`src/cpuPkg.sv`:
```
package cpuPkg;

    localparam int dataWidth = 32;
    localparam int regAddrWidth = 5;
    localparam int multSteps = 32;

    typedef logic [dataWidth-1:0] word_t;
    typedef logic [regAddrWidth-1:0] regIdx_t;

    localparam word_t resetPc = '0;

    typedef enum logic [5:0] {
        opSpecial = 6'b000000,
        opJump    = 6'b000010,
        opBeq     = 6'b000100,
        opBne     = 6'b000101,
        opAddi    = 6'b001000,
        opAddiu   = 6'b001001
    } opcode_e;

    typedef enum logic [5:0] {
        fnAdd   = 6'b100000,
        fnSub   = 6'b100010,
        fnAnd   = 6'b100100,
        fnSlt   = 6'b101010,
        fnMfhi  = 6'b010000,
        fnMflo  = 6'b010010,
        fnMult  = 6'b011000,
        fnBreak = 6'b001101
    } funct_e;

    typedef struct packed {
        opcode_e opcode;
        regIdx_t rs;
        regIdx_t rt;
        regIdx_t rd;
        logic [4:0] shamt;
        funct_e funct;
    } instr_t;

    typedef enum logic [1:0] {aluAdd, aluSub, aluAnd, aluSlt} aluOp_e;
    typedef enum logic [1:0] {pcSeq, pcBranch, pcJump} pcSel_e;
    typedef enum logic [1:0] {wbAlu, wbHi, wbLo} wbSel_e;

    typedef enum logic [3:0] {
        stFetch, stIrLoad, stDecode, stExecute, stWriteback,
        stMultWait, stBranch,
        stHalted
    } ctrlState_e;

    typedef enum logic [1:0] {haltNone, haltBreak, haltOverflow, haltIllegal} haltCause_e;

    typedef struct packed {
        logic pcWrite;
        pcSel_e pcSel;
        logic irWrite;
        logic operandLoad;
        aluOp_e aluOp;
        logic aluSrcImm;
        logic aluOutLoad;
        logic regWrite;
        logic regDestRt;
        wbSel_e wbSel;
        logic multStart;
    } ctrlWord_t;

    typedef struct packed {
        logic valid;
        word_t pc;
        logic regWrite;
        regIdx_t regIdx;
        word_t data;
    } retire_t;

endpackage

```
`src/controlFsm.sv`:
```
`timescale 1ns/1ps

module controlFsm (
    input  logic clock,
    input  logic arstN,
    input  cpuPkg::instr_t instr,
    input  logic overflow,
    input  logic equal,
    input  logic multDone,
    output cpuPkg::ctrlWord_t ctrl,
    output logic retireValid,
    output logic halted,
    output cpuPkg::haltCause_e haltCause
);

    cpuPkg::ctrlState_e state;
    cpuPkg::ctrlState_e nextState;
    cpuPkg::ctrlWord_t nextCtrl;
    cpuPkg::haltCause_e nextCause;
    logic isR;

    assign isR = (instr.opcode == cpuPkg::opSpecial);

    // Word issued in the fetch state
    function automatic cpuPkg::ctrlWord_t fetchWord();
        cpuPkg::ctrlWord_t w;
        w = '0;
        w.pcWrite = 1'b1;
        w.pcSel = cpuPkg::pcSeq;
        return w;
    endfunction

    always_comb begin
        nextState = state;
        nextCtrl = '0;
        nextCause = haltCause;
        case (state)
            cpuPkg::stFetch: begin
                if (!ctrl.pcWrite) begin
                    // First cycle out of reset only primes the control word
                    nextCtrl = fetchWord();
                end else begin
                    nextState = cpuPkg::stIrLoad;
                    nextCtrl.irWrite = 1'b1;
                end
            end
            cpuPkg::stIrLoad: begin
                nextState = cpuPkg::stDecode;
                nextCtrl.operandLoad = 1'b1;
            end
            cpuPkg::stDecode: begin
                nextState = cpuPkg::stExecute;
                if (isR) begin
                    case (instr.funct)
                        cpuPkg::fnAdd: nextCtrl.aluOp = cpuPkg::aluAdd;
                        cpuPkg::fnSub: nextCtrl.aluOp = cpuPkg::aluSub;
                        cpuPkg::fnAnd: nextCtrl.aluOp = cpuPkg::aluAnd;
                        cpuPkg::fnSlt: nextCtrl.aluOp = cpuPkg::aluSlt;
                        default: nextCtrl.aluOp = cpuPkg::aluAdd;
                    endcase
                    nextCtrl.aluOutLoad = instr.funct inside {cpuPkg::fnAdd, cpuPkg::fnSub,
                                                              cpuPkg::fnAnd, cpuPkg::fnSlt};
                    nextCtrl.multStart = (instr.funct == cpuPkg::fnMult);
                end else if (instr.opcode inside {cpuPkg::opAddi, cpuPkg::opAddiu}) begin
                    nextCtrl.aluOp = cpuPkg::aluAdd;
                    nextCtrl.aluSrcImm = 1'b1;
                    nextCtrl.aluOutLoad = 1'b1;
                end
            end
            cpuPkg::stExecute: begin
                nextState = cpuPkg::stHalted;
                nextCause = cpuPkg::haltIllegal;
                if (overflow) begin
                    nextCause = cpuPkg::haltOverflow;
                end else if (isR) begin
                    case (instr.funct)
                        cpuPkg::fnAdd, cpuPkg::fnSub, cpuPkg::fnAnd, cpuPkg::fnSlt,
                        cpuPkg::fnMfhi, cpuPkg::fnMflo: begin
                            nextState = cpuPkg::stWriteback;
                            nextCause = haltCause;
                            nextCtrl.regWrite = 1'b1;
                            if (instr.funct == cpuPkg::fnMfhi) begin
                                nextCtrl.wbSel = cpuPkg::wbHi;
                            end else if (instr.funct == cpuPkg::fnMflo) begin
                                nextCtrl.wbSel = cpuPkg::wbLo;
                            end
                        end
                        cpuPkg::fnMult: begin
                            nextState = cpuPkg::stMultWait;
                            nextCause = haltCause;
                        end
                        cpuPkg::fnBreak: nextCause = cpuPkg::haltBreak;
                        default: nextCause = cpuPkg::haltIllegal;
                    endcase
                end else begin
                    case (instr.opcode)
                        cpuPkg::opAddi, cpuPkg::opAddiu: begin
                            nextState = cpuPkg::stWriteback;
                            nextCause = haltCause;
                            nextCtrl.regWrite = 1'b1;
                            nextCtrl.regDestRt = 1'b1;
                        end
                        cpuPkg::opBeq, cpuPkg::opBne: begin
                            nextState = cpuPkg::stBranch;
                            nextCause = haltCause;
                            nextCtrl.pcSel = cpuPkg::pcBranch;
                            nextCtrl.pcWrite = (instr.opcode == cpuPkg::opBeq) ? equal : !equal;
                        end
                        cpuPkg::opJump: begin
                            nextState = cpuPkg::stBranch;
                            nextCause = haltCause;
                            nextCtrl.pcSel = cpuPkg::pcJump;
                            nextCtrl.pcWrite = 1'b1;
                        end
                        default: nextCause = cpuPkg::haltIllegal;
                    endcase
                end
            end
            cpuPkg::stWriteback, cpuPkg::stBranch: begin
                nextState = cpuPkg::stFetch;
                nextCtrl = fetchWord();
            end
            cpuPkg::stMultWait: begin
                if (multDone) begin
                    nextState = cpuPkg::stFetch;
                    nextCtrl = fetchWord();
                end
            end
            default: nextState = cpuPkg::stHalted;
        endcase
    end

    always_ff @(posedge clock or negedge arstN) begin
        if (!arstN) begin
            state <= cpuPkg::stFetch;
            ctrl <= '0;
            haltCause <= cpuPkg::haltNone;
        end else begin
            state <= nextState;
            ctrl <= nextCtrl;
            haltCause <= nextCause;
        end
    end

    assign retireValid = (state == cpuPkg::stWriteback) || (state == cpuPkg::stBranch) ||
                         (state == cpuPkg::stMultWait && multDone);
    assign halted = (state == cpuPkg::stHalted);

endmodule

```
`src/execUnit.sv`:
```
`timescale 1ns/1ps

module execUnit (
    input  logic clock,
    input  logic arstN,
    input  cpuPkg::ctrlWord_t ctrl,
    input  cpuPkg::instr_t instr,
    input  cpuPkg::word_t readDataA,
    input  cpuPkg::word_t readDataB,
    input  cpuPkg::word_t instrPc,
    output cpuPkg::word_t operandA,
    output cpuPkg::word_t operandB,
    output cpuPkg::word_t aluResult,
    output logic overflow,
    output logic equal
);

    cpuPkg::word_t immExt;
    cpuPkg::word_t srcB;
    cpuPkg::word_t aluValue;
    cpuPkg::word_t branchTarget;
    logic addOvf;
    logic subOvf;

    assign immExt = {{16{instr[15]}}, instr[15:0]};
    assign srcB = ctrl.aluSrcImm ? immExt : operandB;
    assign branchTarget = instrPc + 32'd4 + {immExt[29:0], 2'b00};

    always_comb begin
        case (ctrl.aluOp)
            cpuPkg::aluSub: aluValue = operandA - srcB;
            cpuPkg::aluAnd: aluValue = operandA & srcB;
            cpuPkg::aluSlt: aluValue = {31'd0, $signed(operandA) < $signed(srcB)};
            default: aluValue = operandA + srcB;
        endcase
    end

    // Signed overflow from operand and result signs
    assign addOvf = (operandA[31] == srcB[31]) && (aluValue[31] != operandA[31]);
    assign subOvf = (operandA[31] != srcB[31]) && (aluValue[31] != operandA[31]);

    // ADDIU never traps
    assign overflow = ctrl.aluOutLoad && (instr.opcode != cpuPkg::opAddiu) &&
                      ((ctrl.aluOp == cpuPkg::aluAdd && addOvf) ||
                       (ctrl.aluOp == cpuPkg::aluSub && subOvf));
    assign equal = (operandA == operandB);

    always_ff @(posedge clock or negedge arstN) begin
        if (!arstN) begin
            operandA <= '0;
            operandB <= '0;
            aluResult <= '0;
        end else begin
            if (ctrl.operandLoad) begin
                operandA <= readDataA;
                operandB <= readDataB;
                aluResult <= branchTarget;
            end else if (ctrl.aluOutLoad) begin
                aluResult <= aluValue;
            end
        end
    end

endmodule

```
`src/fetchUnit.sv`:
```
`timescale 1ns/1ps

module fetchUnit (
    input  logic clock,
    input  logic arstN,
    input  cpuPkg::ctrlWord_t ctrl,
    input  cpuPkg::word_t imemData,
    input  cpuPkg::word_t aluResult,
    output cpuPkg::word_t imemAddr,
    output cpuPkg::instr_t instr,
    output cpuPkg::word_t instrPc
);

    cpuPkg::word_t pc;
    cpuPkg::word_t nextPc;

    assign imemAddr = pc;

    // pc already holds the incremented value outside fetch
    always_comb begin
        case (ctrl.pcSel)
            cpuPkg::pcBranch: nextPc = aluResult;
            cpuPkg::pcJump: nextPc = {pc[31:28], instr[25:0], 2'b00};
            default: nextPc = pc + 32'd4;
        endcase
    end

    always_ff @(posedge clock or negedge arstN) begin
        if (!arstN) begin
            pc <= cpuPkg::resetPc;
            instrPc <= cpuPkg::resetPc;
            instr <= '0;
        end else begin
            if (ctrl.pcWrite) begin
                pc <= nextPc;
            end
            if (ctrl.pcWrite && ctrl.pcSel == cpuPkg::pcSeq) begin
                instrPc <= pc;
            end
            if (ctrl.irWrite) begin
                instr <= cpuPkg::instr_t'(imemData);
            end
        end
    end

endmodule

```
`src/mipsCore.sv`:
```
`timescale 1ns/1ps

module mipsCore (
    input  logic clock,
    input  logic arstN,
    output cpuPkg::word_t imemAddr,
    input  cpuPkg::word_t imemData,
    output cpuPkg::retire_t retire,
    output logic halted,
    output cpuPkg::haltCause_e haltCause
);

    cpuPkg::ctrlWord_t ctrl;
    cpuPkg::instr_t instr;
    cpuPkg::word_t instrPc;
    cpuPkg::word_t readDataA;
    cpuPkg::word_t readDataB;
    cpuPkg::word_t operandA;
    cpuPkg::word_t operandB;
    cpuPkg::word_t aluResult;
    cpuPkg::word_t hi;
    cpuPkg::word_t lo;
    cpuPkg::word_t writeData;
    cpuPkg::regIdx_t writeIdx;
    logic overflow;
    logic equal;
    logic multDone;
    logic retireValid;

    controlFsm controlFsm_i (
        .clock(clock), .arstN(arstN), .instr(instr), .overflow(overflow),
        .equal(equal), .multDone(multDone), .ctrl(ctrl), .retireValid(retireValid),
        .halted(halted), .haltCause(haltCause)
    );

    fetchUnit fetchUnit_i (
        .clock(clock), .arstN(arstN), .ctrl(ctrl), .imemData(imemData),
        .aluResult(aluResult), .imemAddr(imemAddr), .instr(instr), .instrPc(instrPc)
    );

    regFile regFile_i (
        .clock(clock), .arstN(arstN), .readIdxA(instr.rs), .readIdxB(instr.rt),
        .readDataA(readDataA), .readDataB(readDataB), .writeEn(ctrl.regWrite),
        .writeIdx(writeIdx), .writeData(writeData)
    );

    execUnit execUnit_i (
        .clock(clock), .arstN(arstN), .ctrl(ctrl), .instr(instr),
        .readDataA(readDataA), .readDataB(readDataB), .instrPc(instrPc),
        .operandA(operandA), .operandB(operandB), .aluResult(aluResult),
        .overflow(overflow), .equal(equal)
    );

    multUnit multUnit_i (
        .clock(clock), .arstN(arstN), .multStart(ctrl.multStart),
        .operandA(operandA), .operandB(operandB), .multDone(multDone),
        .hi(hi), .lo(lo)
    );

    assign writeIdx = ctrl.regDestRt ? instr.rt : instr.rd;

    always_comb begin
        case (ctrl.wbSel)
            cpuPkg::wbHi: writeData = hi;
            cpuPkg::wbLo: writeData = lo;
            default: writeData = aluResult;
        endcase
    end

    assign retire.valid = retireValid;
    assign retire.pc = instrPc;
    assign retire.regWrite = ctrl.regWrite;
    assign retire.regIdx = writeIdx;
    assign retire.data = writeData;

endmodule

```
`src/multUnit.sv`:
```
`timescale 1ns/1ps

module multUnit (
    input  logic clock,
    input  logic arstN,
    input  logic multStart,
    input  cpuPkg::word_t operandA,
    input  cpuPkg::word_t operandB,
    output logic multDone,
    output cpuPkg::word_t hi,
    output cpuPkg::word_t lo
);

    localparam int countWidth = $clog2(cpuPkg::multSteps);

    logic busy;
    logic [countWidth-1:0] count;
    logic [63:0] acc;
    logic [63:0] accNext;
    logic [63:0] mcand;
    logic [63:0] addend;
    cpuPkg::word_t mplier;
    logic lastStep;

    assign lastStep = (count == countWidth'(cpuPkg::multSteps - 1));
    assign addend = mplier[0] ? mcand : 64'd0;
    // Sign bit of the multiplier carries negative weight
    assign accNext = lastStep ? acc - addend : acc + addend;

    always_ff @(posedge clock or negedge arstN) begin
        if (!arstN) begin
            busy <= 1'b0;
            count <= '0;
            multDone <= 1'b0;
        end else begin
            multDone <= 1'b0;
            if (multStart) begin
                busy <= 1'b1;
                count <= countWidth'(1);
            end else if (busy) begin
                count <= count + 1'b1;
                if (lastStep) begin
                    busy <= 1'b0;
                    multDone <= 1'b1;
                end
            end
        end
    end

    // Step zero is folded into the start cycle
    always_ff @(posedge clock) begin
        if (multStart) begin
            acc <= operandB[0] ? {{32{operandA[31]}}, operandA} : 64'd0;
            mcand <= {{31{operandA[31]}}, operandA, 1'b0};
            mplier <= operandB >> 1;
        end else if (busy) begin
            acc <= accNext;
            mcand <= mcand << 1;
            mplier <= mplier >> 1;
            if (lastStep) begin
                {hi, lo} <= accNext;
            end
        end
    end

endmodule

```
`src/regFile.sv`:
```
`timescale 1ns/1ps

module regFile (
    input  logic clock,
    input  logic arstN,
    input  cpuPkg::regIdx_t readIdxA,
    input  cpuPkg::regIdx_t readIdxB,
    output cpuPkg::word_t readDataA,
    output cpuPkg::word_t readDataB,
    input  logic writeEn,
    input  cpuPkg::regIdx_t writeIdx,
    input  cpuPkg::word_t writeData
);

    localparam int numRegs = 2 ** cpuPkg::regAddrWidth;

    cpuPkg::word_t regs [numRegs];

    // Architectural state starts cleared
    always_ff @(posedge clock or negedge arstN) begin
        if (!arstN) begin
            for (int i = 0; i < numRegs; i++) begin
                regs[i] <= '0;
            end
        end else if (writeEn && writeIdx != '0) begin
            regs[writeIdx] <= writeData;
        end
    end

    // Register zero is never written, so it reads zero
    assign readDataA = regs[readIdxA];
    assign readDataB = regs[readIdxB];

endmodule

```
`config.mk`:
```
export PLATFORM = sky130hd
export DESIGN_NAME = mipsCore
export DESIGN_NICKNAME = d
export VERILOG_FILES = /design/src/cpuPkg.sv /design/src/controlFsm.sv /design/src/execUnit.sv /design/src/fetchUnit.sv /design/src/mipsCore.sv /design/src/multUnit.sv /design/src/regFile.sv
export SDC_FILE = /design/constraint.sdc
export NUM_CORES = 2
export LEC_CHECK = 0
export ABC_CLOCK_PERIOD_IN_PS = 6650
export BUFFER_PORTS_ARGS = -buffer_cell sky130_fd_sc_hd__buf_2
export CAP_MARGIN = 20
export CORE_ASPECT_RATIO = 1.2
export CORE_MARGIN = 2
export CORE_UTILIZATION = 50
export DETAILED_ROUTE_END_ITERATION = 6
export GPL_ROUTABILITY_DRIVEN = 0
export MAX_ROUTING_LAYER = met4
export PLACE_DENSITY_LB_ADDON = 0.3
export SLEW_MARGIN = 10
export SYNTH_ARGS = -nofsm -noshare
export SYNTH_HDL_FRONTEND = slang
export SYNTH_SLANG_ARGS = --single-unit
```
`constraint.sdc`:
```
create_clock -name clock -period 6.65 [get_ports clock]
set_clock_uncertainty 0.05 [all_clocks]
set_input_delay 0.665 -clock clock [delete_from_list [all_inputs] [get_ports clock]]
set_output_delay 0.665 -clock clock [all_outputs]
set_load 0.01 [all_outputs]
```
==> flow_summary.yaml <==
power:
  vdd_drop_max_uv: 305
  p_sw_w: 0.0141
  comb_power_share_pct: 39.0
  clkPwrFrac_pct: 25.7
  internal-power_w: 0.0203
  p_per_area_nw_per_um2: 386
  p_sw_share_pct: 41.0
  p_leak_nw: 36.8
  pwr-share-seq_pct: 35.3
clock_network:
  cts_setup_buffers: 0
  cts_tree: "yes"
  cts_hold_buf: 29
  clkLatencyLatePin_ps: 850
  cts_sinks: 1464
  clk_pin_slew_ps: 70
  clock-root-buffer: "clkbuf_16"
  clockBufferDepth: 3
  cts_buffers: 151
  post_cts_resize_count: 0
  htreeDepth: 4
placement:
  pre_cts_ws_ps: 563
  placed_cells: 9231
  port_buffers: 139
  dp_hpwl_mm: 166
timing:
  tightest_slew_ps: 1160
  setup_viol: 0
  rsz0062_at_grt: "no"
  slew_violations: 0
  setup_ws_ps: 485
  min_period_ps: 6170
  finalHoldViolCount: 0
  post-route-period-util_pct: 92.7
  fmax_mhz: 162
  setup_tns_ps: 0
  slew_headroom_pct: 22.6
  fin_hold_ws_ps: 32.6
setup_path:
  path_max_fanout: 8
  cp_data_arrival_time_ps: 6700
  critical_path_class: "reg2reg"
  critPathRequiredTime_ps: 7180
  worst_path_max_delay_cell: "o41ai_1"
  crit_path_end_kind: "flop"
  critPathTopFamily: "compound AO/OA/AOI/OAI gates"
  startpoint_type: "flop"
  critical_path_buf_inv_count: 0
  crit_top_cell: "a21oi_1"
  path_cells: "or4_1 -> o41ai_1 -> nand3_1 -> a21oi_1 -> nor2_1 -> or2_2 -> o211ai_1 -> ha_1 -> nand4_1 -> or3_1 -> a311oi_1 -> o2111ai_1 -> a21oi_1 -> o21ai_0 -> o21ai_1 -> a2111oi_0 -> or3b_1"
  max_stage_delay_ps: 630
detailed_routing:
  antenna_left: 0
  drtIter0Drc: 7102
  wl_per_cell_um: 27.0
  avgViaCountPerCell: 6.51
  firstDrtPassIters: 7
  drc: 2
  drt-total-wl_mm: 257
  vias: 62100
synthesis:
  synth_cell_types: 99
  synthXorXnorAreaFrac_pct: 2.11
  ys.flop_type: "dfrtp_1"
  synth.largest_area_cell: "dfrtp_1"
  syn_area_per_cell_um2: 10.9
  synth-compound-area-share_pct: 13.9
  synth_top_family_by_area: "multiplexers"
  synth_edf_count: 222
  yosysTopAreaCellShare_pct: 38.0
  synthesis.area_um2: 81700
  yosysWarnings: 0
  yosysSeqAreaShare_pct: 46.2
  synthMuxAreaShare_pct: 20.5
  syn_inst: 7518
  yosys-top-cells-area: "dfrtp_1 38%, mux4_2 18%, edfxtp_1 8.2%"
  ys_async_sr_fraction_pct: 84.8
  ys_ff_latch: 1464
  syn_nets: 7754
  synthSimpleGateAreaFrac_pct: 10.1
  synthAdderAreaFrac_pct: 3.12
global_routing:
  grt-ovfl-total: 0
  grt_max_degree: 177
  antenna_found_initial: 5
  grt_pass1_vias: 61200
  grt_usage_pct: 31.8
  grt_pass1_wl_mm: 388
finish:
  final_cell_mix: "1234 x nand2_1, 1229 x dfrtp_1, 1170 x o21ai_0"
  final_cells: 9535
  area_delta_synth_final_pct: 9.26
  layout_commonest_cell: "nand2_1"
  finish.net_count: 7520
  fillers: 13600
  layout-drive-gt1-share_pct: 19.1
  post-route-util_pct: 55.0
outcome:
  violations: "DRC"
  outcome: "finished with violations"
hold_path:
  hold_path_class: "in2reg"
job:
  cap_violations: 0
floorplan:
  core-area_um2: 162000
  num_io_pins: 140
  rows: 162
  die_w_um: 373
  die-area_um2: 167000
  initial_utilization_pct: 50.3
  die_y_um: 447
-- layout make-up --
cell class / count / area (um2) / share of cell area (%)
inverters: 178 / 668 / 0.748
multi-input cells: 5194 / 40900 / 45.8
diodes: 4 / 10.0 / 0.0112
well taps: 2132 / 2670 / 2.99
clock buffers: 213 / 4400 / 4.93
repair buffers: 295 / 2130 / 2.38
clock inverters: 55 / 696 / 0.779
flip-flops and latches: 1464 / 37800 / 42.3
-- worst reg2reg max path: cells and delay by family, from the launching register on --
family | cells | cell delay, ps
adder cells (fa/ha/maj) | 1 | 310
AO/OA/AOI/OAI | 9 | 2750
AND/OR/NAND/NOR | 7 | 2380
flip-flops | 1 | 440
-- registers in the layout (all words and copies together) (netlist names) --
name and flops:
fetchUnit_i.instrPc 32, controlFsm_i.ctrl 14, multUnit_i.acc 64, multUnit_i.hi 32
execUnit_i.operandA 32, controlFsm_i.state 3, controlFsm_i.haltCause 2, multUnit_i.count 5
multUnit_i.lo 32, execUnit_i.operandB 32, multUnit_i.mplier 31, multUnit_i.busy 1
fetchUnit_i.instr 32, multUnit_i.multDone 1, execUnit_i.aluResult 32, multUnit_i.mcand 63
fetchUnit_i.imemAddr 32, regFile_i.regs 1024
-- final timing paths --
path / cells past startpoint / to / slack (ps) / from
setup / recovery: 17 / multUnit_i.acc[56] / 480 / multUnit_i.mcand[9]
hold / removal: 2 / fetchUnit_i.instr[11] / 30 / imemData[11]
setup reg to reg: 17 / multUnit_i.acc[56] / 480 / multUnit_i.mcand[9]
hold reg to reg: 0 / regFile_i.regs[1007] / 350 / regFile_i.regs[1007]
max in group asynchronous: 3 / regFile_i.regs[151] / 4470 / arstN
min in group asynchronous: 2 / regFile_i.regs[686] / 390 / arstN
-- kinds of logic (layout without fill, tap and decap cells) --
| logic type | Yosys count | after routing |
|---|---|---|
| flip-flops | 1464 | 1464 |
| AND/OR/NAND/NOR | 1953 | 1953 |
| XOR/XNOR | 197 | 197 |
| other | 0 | 4 |
| multiplexers | 860 | 860 |
| buffers and inverters | 860 | 741 |
| adder cells (fa/ha/maj) | 202 | 202 |
| AO/OA/AOI/OAI | 1982 | 1982 |
-- per-stage QoR --
stage,total power [W],area [um2]
after floorplan,0.0207,81700
after global placement,0.0252,83800
after detailed placement,0.0254,83800
after CTS,0.0343,89200
after global routing,0.0359,89300
final,0.0345,89300
-- synth_stat cells, drive strengths merged (8+ instances only) --
| master | count |
|---|---|
| edfxtp | 222 |
| a21oi | 348 |
| a211oi | 11 |
| or4 | 18 |
| ha | 199 |
| buf | 82 |
| mux2 | 124 |
| and3 | 29 |
| o41ai | 11 |
| o211ai | 43 |
| a21o | 64 |
| nor2 | 322 |
| or3 | 26 |
| nand3 | 73 |
| and2 | 17 |
| nand2 | 1234 |
| o31ai | 16 |
| nor3 | 56 |
| mux4 | 641 |
| a41oi | 10 |
| nand2b | 19 |
| nand4 | 41 |
| or2 | 34 |
| dfrtp | 1242 |
| nor2b | 22 |
| a31oi | 37 |
| o21bai | 25 |
| inv | 175 |
| a22oi | 35 |
| xor2 | 66 |
| nor3b | 9 |
| xnor2 | 131 |
| mux2i | 95 |
| a221oi | 24 |
| a21bo | 25 |
| nor4 | 33 |
| clkbuf | 600 |
| o22a | 8 |
| o21a | 25 |
| a221o | 19 |
| a22o | 32 |
| o21ai | 1174 |
-- power groups by stage --
stage	clock network (W)	registers (W)	logic, W
floorplan	0	0.0107	0.00999
global placement	0	0.0122	0.0130
detailed placement	0	0.0123	0.0131
CTS	0.00892	0.0121	0.0132
global route	0.00927	0.0122	0.0145
finish	0.00885	0.0122	0.0134
-- metal layers --
| layer | GRT usage [%] | vias to the layer above | wire length [um] |
|---|---|---|---|
| met5 | - | - | 0 |
| met2 | 48.7 | 3173 | 121000 |
| met3 | 5.96 | 762 | 22500 |
| met4 | 18.8 | 0 | 17000 |
| li1 | - | 26900 | - |
| met1 | 39.8 | 31300 | 97300 |
Note: power is estimated with default switching activity, not from simulation.
